==> src/hw/isa_pkg.sv <==
package isa_pkg;

  localparam int unsigned INSN_WIDTH = 32;
  localparam int unsigned GPR_IDX_WIDTH = 5;
  localparam int unsigned IMM_WIDTH = 64;

  // Kept A64 instructions, everything else decodes to OP_ERR.
  typedef enum logic [4:0] {
    OP_LDUR,
    OP_STUR,
    OP_MOVZ,
    OP_MOVK,
    OP_ADR,
    OP_ADRP,
    OP_ADD,
    OP_SUB,
    OP_ADDS,
    OP_SUBS,
    OP_ORR,
    OP_ORN,
    OP_EOR,
    OP_ANDS,
    OP_CSEL,
    OP_CSINC,
    OP_CSINV,
    OP_CSNEG,
    OP_B,
    OP_B_COND,
    OP_BL,
    OP_BR,
    OP_BLR,
    OP_RET,
    OP_CBZ,
    OP_CBNZ,
    OP_NOP,
    OP_HLT,
    OP_ERR
  } opcode_t;

  // Values follow the architectural cond encoding.
  typedef enum logic [3:0] {
    COND_EQ = 4'h0,
    COND_NE = 4'h1,
    COND_CS = 4'h2,
    COND_CC = 4'h3,
    COND_MI = 4'h4,
    COND_PL = 4'h5,
    COND_VS = 4'h6,
    COND_VC = 4'h7,
    COND_HI = 4'h8,
    COND_LS = 4'h9,
    COND_GE = 4'ha,
    COND_LT = 4'hb,
    COND_GT = 4'hc,
    COND_LE = 4'hd,
    COND_AL = 4'he,
    COND_NV = 4'hf
  } cond_t;

  // One instruction word, seen either as a data-processing or load/store
  // format or as a branch / PC-relative format.
  typedef union packed {
    struct packed {
      logic [9:0] op;
      // Bits [21:5] hold different fields per format.
      union packed {
        struct packed {
          logic [11:0] imm12;
          logic [GPR_IDX_WIDTH-1:0] rn;
        } arith;
        struct packed {
          logic b21;
          logic [GPR_IDX_WIDTH-1:0] rm;
          logic [3:0] cond;
          logic [1:0] op2;
          logic [GPR_IDX_WIDTH-1:0] rn;
        } rrr;
        struct packed {
          logic b21;
          logic [8:0] imm9;
          logic [1:0] op2;
          logic [GPR_IDX_WIDTH-1:0] rn;
        } mem;
        struct packed {
          logic b21;
          logic [15:0] hw16;
        } mov;
      } f;
      logic [GPR_IDX_WIDTH-1:0] rd;
    } dp;
    struct packed {
      logic op31;
      logic [1:0] immlo;
      logic [2:0] op28;
      // Bits [25:0] hold the offset fields.
      union packed {
        logic [25:0] imm26;
        struct packed {
          logic [1:0] op;
          logic [18:0] imm19;
          logic o4;
          logic [3:0] cond;
        } cb;
        struct packed {
          logic [1:0] op;
          logic [18:0] immhi;
          logic [GPR_IDX_WIDTH-1:0] rd;
        } adr;
      } f;
    } br;
  } insn_u;

endpackage

==> src/hw/uop_pkg.sv <==
package uop_pkg;

  import isa_pkg::*;

  // Functional unit that executes the micro-op.
  typedef enum logic {
    FU_ALU = 1'b0,
    FU_LS  = 1'b1
  } fu_t;

  // Operation inside the selected unit.
  typedef enum logic [3:0] {
    FU_OP_PLUS,
    FU_OP_MINUS,
    FU_OP_OR,
    FU_OP_ORN,
    FU_OP_EOR,
    FU_OP_AND,
    FU_OP_MOV,
    FU_OP_CSEL,
    FU_OP_CSINC,
    FU_OP_CSINV,
    FU_OP_CSNEG,
    FU_OP_LDUR,
    FU_OP_STUR,
    FU_OP_ADRX,
    FU_OP_B_COND,
    FU_OP_PASS_A
  } fu_op_t;

  // How a register slot of the micro-op is to be read.
  typedef enum logic [2:0] {
    REG_IS_UNUSED,
    REG_IS_USED,
    REG_IS_PC,
    REG_IS_IMM,
    REG_IS_STUR
  } reg_status_t;

  localparam logic [GPR_IDX_WIDTH-1:0] LINK_REG = 30;
  localparam logic [GPR_IDX_WIDTH-1:0] ZERO_REG = 31;

endpackage

==> src/hw/uop_if.sv <==
`timescale 1ns/1ps

interface uop_if
  import isa_pkg::*, uop_pkg::*;
#(
  parameter int PC_WIDTH = 64
) (
  input logic clk
);

  insn_u insn;
  logic [PC_WIDTH-1:0] pc;
  opcode_t opcode;

  logic [GPR_IDX_WIDTH-1:0] src1;
  logic [GPR_IDX_WIDTH-1:0] src2;
  logic [GPR_IDX_WIDTH-1:0] dst;
  reg_status_t src1_status;
  reg_status_t src2_status;
  reg_status_t dst_status;
  logic [IMM_WIDTH-1:0] imm;
  cond_t cond;

  fu_t fu_id;
  fu_op_t fu_op;
  logic sets_nzcv;
  logic uses_nzcv;

  modport top (
    output insn, pc,
    input opcode, src1, src2, dst, src1_status, src2_status, dst_status,
    input imm, cond, fu_id, fu_op, sets_nzcv, uses_nzcv
  );

  modport decoder (input clk, insn, output opcode);

  modport operands (
    input clk, insn, opcode,
    output src1, src2, dst, src1_status, src2_status, dst_status, imm, cond
  );

  modport control (input opcode, output fu_id, fu_op, sets_nzcv, uses_nzcv);

endinterface

==> src/hw/opcode_decoder.sv <==
`timescale 1ns/1ps

module opcode_decoder
  import isa_pkg::*;
(
  uop_if.decoder u
);

  always_comb begin
    casez (u.insn)
      // Unscaled 64-bit load and store.
      32'b1111_1000_010?_????_????_00??_????_????: u.opcode = OP_LDUR;
      32'b1111_1000_000?_????_????_00??_????_????: u.opcode = OP_STUR;
      // Wide moves, 64-bit.
      32'b1101_0010_1???_????_????_????_????_????: u.opcode = OP_MOVZ;
      32'b1111_0010_1???_????_????_????_????_????: u.opcode = OP_MOVK;
      // PC-relative address, bit 31 picks the page form.
      32'b0??1_0000_????_????_????_????_????_????: u.opcode = OP_ADR;
      32'b1??1_0000_????_????_????_????_????_????: u.opcode = OP_ADRP;
      // Add and subtract immediate.
      32'b1001_0001_0???_????_????_????_????_????: u.opcode = OP_ADD;
      32'b1101_0001_0???_????_????_????_????_????: u.opcode = OP_SUB;
      // Flag-setting add and subtract, shifted register.
      32'b1010_1011_000?_????_????_????_????_????: u.opcode = OP_ADDS;
      32'b1110_1011_000?_????_????_????_????_????: u.opcode = OP_SUBS;
      // Logical, shifted register. Bit 21 is the invert bit.
      32'b1010_1010_000?_????_????_????_????_????: u.opcode = OP_ORR;
      32'b1010_1010_001?_????_????_????_????_????: u.opcode = OP_ORN;
      32'b1100_1010_000?_????_????_????_????_????: u.opcode = OP_EOR;
      32'b1110_1010_000?_????_????_????_????_????: u.opcode = OP_ANDS;
      // Conditional select family.
      32'b1001_1010_100?_????_????_00??_????_????: u.opcode = OP_CSEL;
      32'b1001_1010_100?_????_????_01??_????_????: u.opcode = OP_CSINC;
      32'b1101_1010_100?_????_????_00??_????_????: u.opcode = OP_CSINV;
      32'b1101_1010_100?_????_????_01??_????_????: u.opcode = OP_CSNEG;
      // Immediate branches.
      32'b0001_01??_????_????_????_????_????_????: u.opcode = OP_B;
      32'b0101_0100_????_????_????_????_???0_????: u.opcode = OP_B_COND;
      32'b1001_01??_????_????_????_????_????_????: u.opcode = OP_BL;
      // Register branches
      32'b1101_0110_0001_1111_0000_00??_???0_0000: u.opcode = OP_BR;
      32'b1101_0110_0011_1111_0000_00??_???0_0000: u.opcode = OP_BLR;
      32'b1101_0110_0101_1111_0000_00??_???0_0000: u.opcode = OP_RET;
      // Compare and branch, 64-bit.
      32'b1011_0100_????_????_????_????_????_????: u.opcode = OP_CBZ;
      32'b1011_0101_????_????_????_????_????_????: u.opcode = OP_CBNZ;
      // Hint and halt.
      32'b1101_0101_0000_0011_0010_0000_0001_1111: u.opcode = OP_NOP;
      32'b1101_0100_010?_????_????_????_???0_0000: u.opcode = OP_HLT;
      default: u.opcode = OP_ERR;
    endcase
  end

  // A known word must always land on some table entry or on OP_ERR.
  a_opcode_known: assert property (
    @(posedge u.clk) !$isunknown(u.insn) |-> !$isunknown(u.opcode)
  ) else $error("opcode unknown for a known instruction word");

endmodule

==> src/hw/operand_extractor.sv <==
`timescale 1ns/1ps

module operand_extractor
  import isa_pkg::*, uop_pkg::*;
(
  uop_if.operands u
);

  // Destination register.
  always_comb begin
    case (u.opcode)
      OP_B, OP_BR, OP_B_COND, OP_CBZ, OP_CBNZ, OP_RET, OP_NOP, OP_HLT, OP_ERR: begin
        u.dst = ZERO_REG;
        u.dst_status = REG_IS_UNUSED;
      end
      OP_STUR: begin
        u.dst = ZERO_REG;
        u.dst_status = REG_IS_STUR;
      end
      OP_BL, OP_BLR: begin
        u.dst = LINK_REG;
        u.dst_status = REG_IS_USED;
      end
      default: begin
        u.dst = u.insn.dp.rd;
        u.dst_status = REG_IS_USED;
      end
    endcase
  end

  // First source.
  always_comb begin
    case (u.opcode)
      OP_MOVZ, OP_MOVK, OP_ADR, OP_ADRP, OP_B, OP_BL, OP_NOP, OP_HLT, OP_ERR: begin
        u.src1 = ZERO_REG;
        u.src1_status = REG_IS_UNUSED;
      end
      OP_B_COND: begin
        u.src1 = ZERO_REG;
        u.src1_status = REG_IS_PC;
      end
      // Rt sits in the rd position for compare and branch.
      OP_CBZ, OP_CBNZ: begin
        u.src1 = u.insn.dp.rd;
        u.src1_status = REG_IS_USED;
      end
      default: begin
        u.src1 = u.insn.dp.f.arith.rn;
        u.src1_status = REG_IS_USED;
      end
    endcase
  end

  // Second source.
  always_comb begin
    case (u.opcode)
      // Store data comes from rt.
      OP_STUR: begin
        u.src2 = u.insn.dp.rd;
        u.src2_status = REG_IS_USED;
      end
      OP_ADDS, OP_SUBS, OP_ORR, OP_ORN, OP_EOR, OP_ANDS,
      OP_CSEL, OP_CSINC, OP_CSINV, OP_CSNEG: begin
        u.src2 = u.insn.dp.f.rrr.rm;
        u.src2_status = REG_IS_USED;
      end
      OP_LDUR, OP_MOVZ, OP_MOVK, OP_ADR, OP_ADRP, OP_ADD, OP_SUB,
      OP_B, OP_B_COND, OP_BL: begin
        u.src2 = ZERO_REG;
        u.src2_status = REG_IS_IMM;
      end
      default: begin
        u.src2 = ZERO_REG;
        u.src2_status = REG_IS_UNUSED;
      end
    endcase
  end

  // Immediate. Branch offsets are word counts, scaled to bytes here.
  always_comb begin
    case (u.opcode)
      OP_LDUR, OP_STUR: u.imm = IMM_WIDTH'($signed(u.insn.dp.f.mem.imm9));
      OP_ADD, OP_SUB: u.imm = IMM_WIDTH'(u.insn.dp.f.arith.imm12);
      OP_MOVZ, OP_MOVK: u.imm = IMM_WIDTH'(u.insn.dp.f.mov.hw16);
      OP_ADR: u.imm = IMM_WIDTH'($signed({u.insn.br.f.adr.immhi, u.insn.br.immlo}));
      OP_ADRP: u.imm = IMM_WIDTH'($signed({u.insn.br.f.adr.immhi, u.insn.br.immlo, 12'h000}));
      OP_B, OP_BL: u.imm = IMM_WIDTH'($signed({u.insn.br.f.imm26, 2'b00}));
      OP_B_COND, OP_CBZ, OP_CBNZ: u.imm = IMM_WIDTH'($signed({u.insn.br.f.cb.imm19, 2'b00}));
      default: u.imm = '0;
    endcase
  end

  // Condition code.
  always_comb begin
    case (u.opcode)
      OP_B_COND: u.cond = cond_t'(u.insn.br.f.cb.cond);
      OP_CSEL, OP_CSINC, OP_CSINV, OP_CSNEG: u.cond = cond_t'(u.insn.dp.f.rrr.cond);
      default: u.cond = COND_EQ;
    endcase
  end

  // Later stages use ZERO_REG to skip the writeback path.
  a_unused_dst_zero: assert property (
    @(posedge u.clk) (u.dst_status == REG_IS_UNUSED) |-> (u.dst == ZERO_REG)
  ) else $error("unused destination does not carry the zero register");

endmodule

==> src/hw/uop_control.sv <==
`timescale 1ns/1ps

module uop_control
  import isa_pkg::*, uop_pkg::*;
(
  uop_if.control u
);

  // Only the unscaled loads and stores go to the load/store unit.
  always_comb begin
    if (u.opcode == OP_LDUR || u.opcode == OP_STUR) begin
      u.fu_id = FU_LS;
    end else begin
      u.fu_id = FU_ALU;
    end
  end

  always_comb begin
    case (u.opcode)
      OP_ADD, OP_ADDS: u.fu_op = FU_OP_PLUS;
      OP_SUB, OP_SUBS: u.fu_op = FU_OP_MINUS;
      OP_ORR: u.fu_op = FU_OP_OR;
      OP_ORN: u.fu_op = FU_OP_ORN;
      OP_EOR: u.fu_op = FU_OP_EOR;
      OP_ANDS: u.fu_op = FU_OP_AND;
      OP_MOVZ, OP_MOVK: u.fu_op = FU_OP_MOV;
      OP_CSEL: u.fu_op = FU_OP_CSEL;
      OP_CSINC: u.fu_op = FU_OP_CSINC;
      OP_CSINV: u.fu_op = FU_OP_CSINV;
      OP_CSNEG: u.fu_op = FU_OP_CSNEG;
      OP_LDUR: u.fu_op = FU_OP_LDUR;
      OP_STUR: u.fu_op = FU_OP_STUR;
      OP_ADR, OP_ADRP: u.fu_op = FU_OP_ADRX;
      OP_B_COND: u.fu_op = FU_OP_B_COND;
      // BR, BLR and the rest just forward operand A.
      default: u.fu_op = FU_OP_PASS_A;
    endcase
  end

  // Flag producers and consumers.
  always_comb begin
    u.sets_nzcv = 1'b0;
    u.uses_nzcv = 1'b0;
    case (u.opcode)
      OP_ADDS, OP_SUBS, OP_ANDS: begin
        u.sets_nzcv = 1'b1;
      end
      OP_B_COND, OP_CSEL, OP_CSINC, OP_CSINV, OP_CSNEG: begin
        u.uses_nzcv = 1'b1;
      end
      default: begin
        u.sets_nzcv = 1'b0;
        u.uses_nzcv = 1'b0;
      end
    endcase
  end

endmodule

==> src/hw/decode_stage.sv <==
`timescale 1ns/1ps

module decode_stage
  import isa_pkg::*, uop_pkg::*;
#(
  parameter int PC_WIDTH = 64
) (
  input logic in_clk,
  input logic in_rst,
  input logic insn_valid,
  input logic [INSN_WIDTH-1:0] insn,
  input logic [PC_WIDTH-1:0] pc,
  output logic dec_valid,
  output logic [PC_WIDTH-1:0] dec_pc,
  output opcode_t opcode,
  output fu_t fu_id,
  output fu_op_t fu_op,
  output logic [GPR_IDX_WIDTH-1:0] src1,
  output reg_status_t src1_status,
  output logic [GPR_IDX_WIDTH-1:0] src2,
  output reg_status_t src2_status,
  output logic [GPR_IDX_WIDTH-1:0] dst,
  output reg_status_t dst_status,
  output logic [IMM_WIDTH-1:0] imm,
  output cond_t cond,
  output logic sets_nzcv,
  output logic uses_nzcv
);

  uop_if #(.PC_WIDTH(PC_WIDTH)) u_if (.clk(in_clk));

  always_ff @(posedge in_clk) begin
    if (in_rst) begin
      dec_valid <= 1'b0;
    end else begin
      dec_valid <= insn_valid;
    end
  end

  // Word and pc hold until the next valid strobe.
  always_ff @(posedge in_clk) begin
    if (insn_valid) begin
      u_if.insn <= insn;
      u_if.pc <= pc;
    end
  end

  opcode_decoder opcode_decoder_i (.u(u_if));
  operand_extractor operand_extractor_i (.u(u_if));
  uop_control uop_control_i (.u(u_if));

  assign dec_pc = u_if.pc;
  assign opcode = u_if.opcode;
  assign fu_id = u_if.fu_id;
  assign fu_op = u_if.fu_op;
  assign src1 = u_if.src1;
  assign src1_status = u_if.src1_status;
  assign src2 = u_if.src2;
  assign src2_status = u_if.src2_status;
  assign dst = u_if.dst;
  assign dst_status = u_if.dst_status;
  assign imm = u_if.imm;
  assign cond = u_if.cond;
  assign sets_nzcv = u_if.sets_nzcv;
  assign uses_nzcv = u_if.uses_nzcv;

  // One result per accepted word, exactly one cycle later.
  a_valid_one_cycle: assert property (
    @(posedge in_clk) disable iff (in_rst) dec_valid == $past(insn_valid && !in_rst)
  ) else $error("dec_valid does not follow insn_valid by one cycle");

endmodule

==> config.mk <==
export PLATFORM = sky130hd
export DESIGN_NAME = decode_stage
export DESIGN_NICKNAME = d
export VERILOG_FILES = /design/src/hw/isa_pkg.sv /design/src/hw/uop_pkg.sv /design/src/hw/uop_if.sv /design/src/hw/opcode_decoder.sv /design/src/hw/operand_extractor.sv /design/src/hw/uop_control.sv /design/src/hw/decode_stage.sv
export SDC_FILE = /design/constraint.sdc
export NUM_CORES = 1
export LEC_CHECK = 0
export ABC_AREA = 1
export BUFFER_PORTS_ARGS = -buffer_cell sky130_fd_sc_hd__clkbuf_2
export CORE_ASPECT_RATIO = 1.2
export CORE_MARGIN = 1.5
export CORE_UTILIZATION = 49
export CTS_BUF_LIST = sky130_fd_sc_hd__clkbuf_2 sky130_fd_sc_hd__clkbuf_4 sky130_fd_sc_hd__clkbuf_8
export CTS_CLUSTER_DIAMETER = 150
export DETAILED_ROUTE_END_ITERATION = 8
export PLACE_DENSITY = 0.95
export SYNTH_ARGS = -nofsm -noshare
export SYNTH_HDL_FRONTEND = slang
export SYNTH_SLANG_ARGS = --single-unit
==> constraint.sdc <==
create_clock -name in_clk -period 5.1 [get_ports in_clk]
set_input_delay 1.02 -clock in_clk [delete_from_list [all_inputs] [get_ports in_clk]]
set_output_delay 1.02 -clock in_clk [all_outputs]
set_load 0.03 [all_outputs]
# After elaboration in Yosys (flattened, before gate mapping)
# Memory sizes are Yosys's and may differ from the RTL's.
# Cells that the tools add are included.
[word_totals] mem_count=1 latch_bits=0 word_cells=91 ramBits=0 ff_bits=97 out_inout_bits=169 inputBits=99 rom_bits=128
[memory_table] memory="(no name shown)" depth=32 width=4 read_ports=1 rd_ports_with_merged_regs=0 write_ports=0 line_no="uop_control.sv:19" rtl="case (u.opcode)"
[classes] bitwise=0 eq_ne=56 n_shift=0 n_addsub=0 magnitude_cmp=0 n_mux=12 n_div=0 reduce_logical=19 mul=0
[op_table] op="one-hot mux 64 bit (7 select lines)" n=1
[op_table] op="one-hot mux 5 bit (28 select lines)" n=1
[op_table] op="equality test 27 bit, second input constant" n=3
[op_table] op="equality test 13 bit, second input constant" n=6
[op_table] op="equality test 11 bit, second input constant" n=6
[op_table] op="equality test 5 bit, second input constant" n=13
[op_table] op="equality test 5 x 4 -> 1 bit, second input constant" n=8
[op_table] op="OR reduction 10 bit" n=4
[op_table] op="equality test 9 bit, second input constant" n=4
[op_table] op="equality test 32 bit, second input constant" n=1
[op_table] op="one-hot mux 5 bit (2 select lines)" n=3
[op_table] op="equality test 5 x 3 -> 1 bit, second input constant" n=4
[op_table] op="OR reduction 9 bit" n=2
[op_table] op="equality test 16 bit, second input constant" n=1
[op_table] op="equality test 8 bit, second input constant" n=2
[op_table] op="equality test 6 bit, second input constant" n=2
[op_table] op="OR reduction 2 bit" n=6
[op_table] op="OR reduction 11 bit" n=1
[op_table] op="equality test 5 x 2 -> 1 bit, second input constant" n=2
[op_table] op="equality test 9 x 8 -> 1 bit, second input constant" n=1
[op_table] op="one-hot mux 2 bit (2 select lines)" n=2
[op_table] op="one-hot mux 4 bit (2 select lines)" n=1
[op_table] op="equality test 6 x 3 -> 1 bit, second input constant" n=1
[op_table] op="equality test 6 x 5 -> 1 bit, second input constant" n=1
[op_table] op="8 further kinds" n=11

# Logic depth before layout (Yosys ltp)
[logic_depth] word_depth=5 ltp_mapped=22 mapped_depth_nobuf=20

# By module
# A second synthesis with hierarchy kept.
[unflattened] cells_unflattened=702 area_unflattened_um2=5846.9
[modules_own_cells] module="decode_stage" area_each_um2=2912.8 n_inst=1 cells_each=99 seq_area_each_um2=2902.8
[modules_own_cells] module="operand_extractor" area_each_um2=1770.4 n_inst=1 cells_each=349 seq_area_each_um2=0.0
[modules_own_cells] module="opcode_decoder" area_each_um2=894.6 n_inst=1 cells_each=201 seq_area_each_um2=0.0
[modules_own_cells] module="uop_control" area_each_um2=269.0 n_inst=1 cells_each=53 seq_area_each_um2=0.0

# Least setup slack after synthesis
# Ideal clock, no wire load.
[synth_timing] kind="register to output" start="register u_if.insn[21] (netlist bit)" end="output port imm[33]" t_required_ps=4080 path_stages_with_launch=17 n_path_buf=3 arrival_ps=4444 setup_slack_ps=-364 cell_sequence="edfxtp_1 -> buf_2 -> inv_2 -> nand2_2 -> nor4_1 -> nand4_1 -> o211ai_1 -> inv_1 -> ha_1 -> nand2_1 -> inv_2 -> nand4_4 -> nand2_2 -> nand2_2 -> buf_4 -> nand4_1 -> buf_4"
[synth_via] elab_chain_cells=5 elab_cells_between_ends=37 cone_classes="29 x eq/ne; 2 x mux; 6 x reduce/logical"
[synth_lines] element="start, declared" line_no="uop_if.sv:11" rtl="insn_u insn;"
[synth_lines] element="equality test 32 bit (tied with other cells)" line_no="opcode_decoder.sv:10" rtl="casez (u.insn)"
[synth_lines] element="one-hot mux 5 bit (28 select lines) (*)" line_no="opcode_decoder.sv:10"
[synth_lines] element="net opcode[1]" line_no="decode_stage.sv:15" rtl="output opcode_t opcode,"
[synth_lines] element="equality test 5 bit (tied with other cells)" line_no="operand_extractor.sv:81" rtl="case (u.opcode)"
[synth_lines] element="OR reduction 3 bit or OR reduction 2 bit (tied branches)" line_no="operand_extractor.sv:81"
[synth_lines] element="one-hot mux 64 bit (7 select lines) (*)" line_no="operand_extractor.sv:81"
[synth_lines] element="end, declared" line_no="decode_stage.sv:24" rtl="output logic [IMM_WIDTH-1:0] imm,"
# The timed path passes the listed nets; every way through them passes the cells marked *.

# Final worst setup path
[layout_timing] start="register u_if.insn[24] (netlist bit)" end="output port imm[34]"
[layout_via] elab_chain_cells=5 elab_cells_between_ends=46 cone_classes="38 x eq/ne; 2 x mux; 6 x reduce/logical"
[layout_lines] element="equality test 32 bit (tied with other cells)" line_no="opcode_decoder.sv:10"
[layout_lines] element="one-hot mux 5 bit (28 select lines) (*)" line_no="opcode_decoder.sv:10"
[layout_lines] element="equality test 5 bit (tied with other cells)" line_no="operand_extractor.sv:81"
[layout_lines] element="OR reduction 3 bit or OR reduction 2 bit (tied branches)" line_no="operand_extractor.sv:81"
[layout_lines] element="one-hot mux 64 bit (7 select lines) (*)" line_no="operand_extractor.sv:81"
# Every way passes the cells marked *; elsewhere a longest branch is shown, timed or not.

==> results.txt <==
Placeable core region: 11,670 um^2
Width of the chip: 103.6 um
Least-Margin Pin Slew: 0.9396 ns
# DRC: 0
I/O Buffers: 264
Avg WL per Cell: 19.10 um
Vias per Instance: 5.606
Hold Path Class: in -> reg
Mux share of post-synthesis cell area: 0%
Unique masters post-synth: 41
Crit path largest cell delay: 0.52 ns
Hold Buf Count CTS: 0
Syn Inst Count: 698
IO Count: 268
Synth Area in Adders: 1.262%
Final Critical Period: 4.878 ns
Clk buf depth: 2
Setup TNS: 0 ns
Final period util: 95.65%
CTS tree: yes
Post-Place Setup Slack: 0.3791 ns
Crit path max-delay cell type: edfxtp_1
Max rail drop VDD: 0.0003075 V
Vias: 6,268
Synth Cell Area: 5947 um^2
Grt ovf: 0
DRT Pass-1 Iters: 6
Area Overhead vs Synth: 28.38%
Crit path DAT: 3.86 ns
Slew Limit Fails: 0
Initial antenna violation count: 0
Routability congestion estimate: 1.034
WHS Path Cells: 1
Critical path buffers and inverters: 6
Total power: 1.978 mW
Global-route wire length before repair: 31,340 um
Post-DP Area: 7298 um^2
Avg Inst Size Synth: 8.520 um^2
Worst Hold Launch: insn[2]
Overall routed net length: 21,360 um
Yosys reg bits: 97
Final hold viol count: 0
Die Y: 123.7 um
Clock Sinks: 97
Vias in the first global route: 5,770
Hold endpoint: u_if.insn[2]$_DFFE_PP_
Post-synthesis sequential area ratio: 48.81%
Max_cap viols: 0
Post-synthesis compound-gate area fraction: 4.481%
Post-synthesis async set-or-reset flop share: 0%
Ratio of cells with drive above 1 in the final layout: 39.79%
Full die area: 12,810 um^2
Setup violation total in the final timing report: 0
GRT Util Overall: 32.36%
Fmax: 205.0 MHz
Worst-path cell chain: buf_4 -> nor2_1 -> nand2_1 -> nor4_2 -> nand3_1 -> o221ai_1 -> nor3b_2 -> inv_1 -> buf_4 -> ha_4 -> inv_1 -> a21oi_1 -> nand4_2 -> nand2_1 -> nand2_2 -> nand4_1 -> buf_12 -> clkbuf_2
Antenna Nets Post-Route: 0
Simple-gate area share of the yosys netlist: 34.78%
WP data required: 4.08 ns
Initial Util: 50.94%
Ys Warns: 0
Status: finished, final reports clean
Core Rows: 43
Leak Pwr: 3.800 nW
Final net count: 1,060
Crit start category: flip-flop
Crit path max-delay family: simple AND/OR/NAND/NOR gates
Clock Root Buffer: clkbuf_8
Num CTS Buffers: 9
Worst-path fanout max: 32
Worst slew margin: 37.13%
Main synth FF type: edfxtp_1
Worst-path clk slew: 0.10 ns
Fill count: 979
Number of instances in the placed design: 1,089
PwrDens: 259.1 nW/um^2
DRT iter0 DRCs: 736
Post-Layout Cell Count: 1,118
Largest net degree at the start of global routing: 69
Post-detail-place hpwl: 16,750 um
Endpoint class of the critical path: output pin
Post-Synth XOR/XNOR Area: 0%
Largest family of logic cells by synthesized area: simple AND/OR/NAND/NOR gates
Final WS setup: 0.2217 ns
Setup CP Type: reg -> out
Final core utilization: 65.39%
Design area: 7635 um^2
EDFF count, synth: 96
WHS: 0.8362 ns
Number of H-tree levels: 3
## logic make-up after synthesis
logic type | count (synthesis)
and+or+nand+nor | 434
buffers and inverters | 119
AOI/OAI and AO/OA | 41
adders and majority gates | 6
other | 1
DFF | 97
## power by group
part           internal, mW  switching [mW]
clock network         0.276           0.259
registers             0.947          0.0441
logic                 0.126           0.326
total                  1.35           0.629
## cells in the final DEF (no fill, tap or decap), types with 4 or more instances in the layout
master / count
ha_1: 4
inv_2: 24
buf_4: 34
nand4_4: 4
o211ai_1: 6
edfxtp_1: 96
clkbuf_2: 263
clkbuf_8: 9
nand4_1: 35
nand3_2: 5
nor3_1: 10
o22ai_1: 6
nand2_2: 9
nand2_1: 209
nor2_4: 5
nand3_1: 47
o21ai_0: 7
nand2_4: 5
nor2_1: 86
inv_1: 40
o21ai_1: 8
nor2_2: 4
nand3b_1: 4
## registers in the layout (all words and copies together) (netlist names)
register and cells:
u_if.insn 32, dec_valid 1, dec_pc 64
## how the worst max path moves through the flow
stage                     cells after the start  slack [ns]               startpoint  endpoint
final                                        18        0.22  u_if.insn[24]$_DFFE_PP_   imm[34]
after floorplan                              14       -0.33  u_if.insn[12]$_DFFE_PP_   imm[39]
after CTS                                    17        0.11  u_if.insn[25]$_DFFE_PP_   imm[44]
after global routing                         18       -0.01  u_if.insn[24]$_DFFE_PP_   imm[63]
after global placement                       14        0.40  u_if.insn[23]$_DFFE_PP_   imm[41]
after detailed placement                     19        0.38  u_if.insn[23]$_DFFE_PP_   imm[44]
## Yosys cell counts, types with 3 or more instances
library cell  number  area share [%]
o22ai_1            6            0.63
nand3_2            4            0.67
nor2_4             5            0.95
nor3_1            10            0.84
buf_6              3            0.57
nor2_2             4            0.42
edfxtp_1          96              48
inv_1             42             2.7
nand3_1           48             4.0
a21oi_1            3            0.25
o21ai_1            8            0.67
o211ai_1           6            0.76
ha_1               6             1.3
o21ai_0            7            0.59
nor2_1            86             5.4
inv_2             22             1.4
nand3b_1           4            0.50
nand2_2            9            0.95
o2111ai_1          3            0.44
buf_2             10            0.84
nand4_1           35             3.7
buf_4             39             4.9
nand2_4            3            0.57
nand4_4            4             1.4
nand2_1          211              13
## routing by layer
layer	vias to the layer above	routed length, um	global-route usage, %
li1	2826	-	-
met1	2870	7384	37.89
met2	480	10300	55.63
met3	92	2541	8.373
met4	0	1127	16.75
met5	-	0	0
## timing repair
action | 4_1_cts | 5_1_grt
pin swaps | 0 | 1
endpoints found under the setup margin | 18 | 61
setup buffers | 2 | 10
gates resized for setup | 0 | 5
## layout make-up
type,instances,area [um^2],share of cell area [%]
multi-input cells,484,2477,32.45
diodes,1,2.502,0.03278
well taps,157,196.4,2.573
clock buffers,9,123.9,1.622
flip-flops and latches,97,2903,38.02
repair buffers,298,1592,20.85
clock inverters,7,93.84,1.229
inverters,65,246.5,3.228
Note: power is estimated with default switching activity, not from simulation.
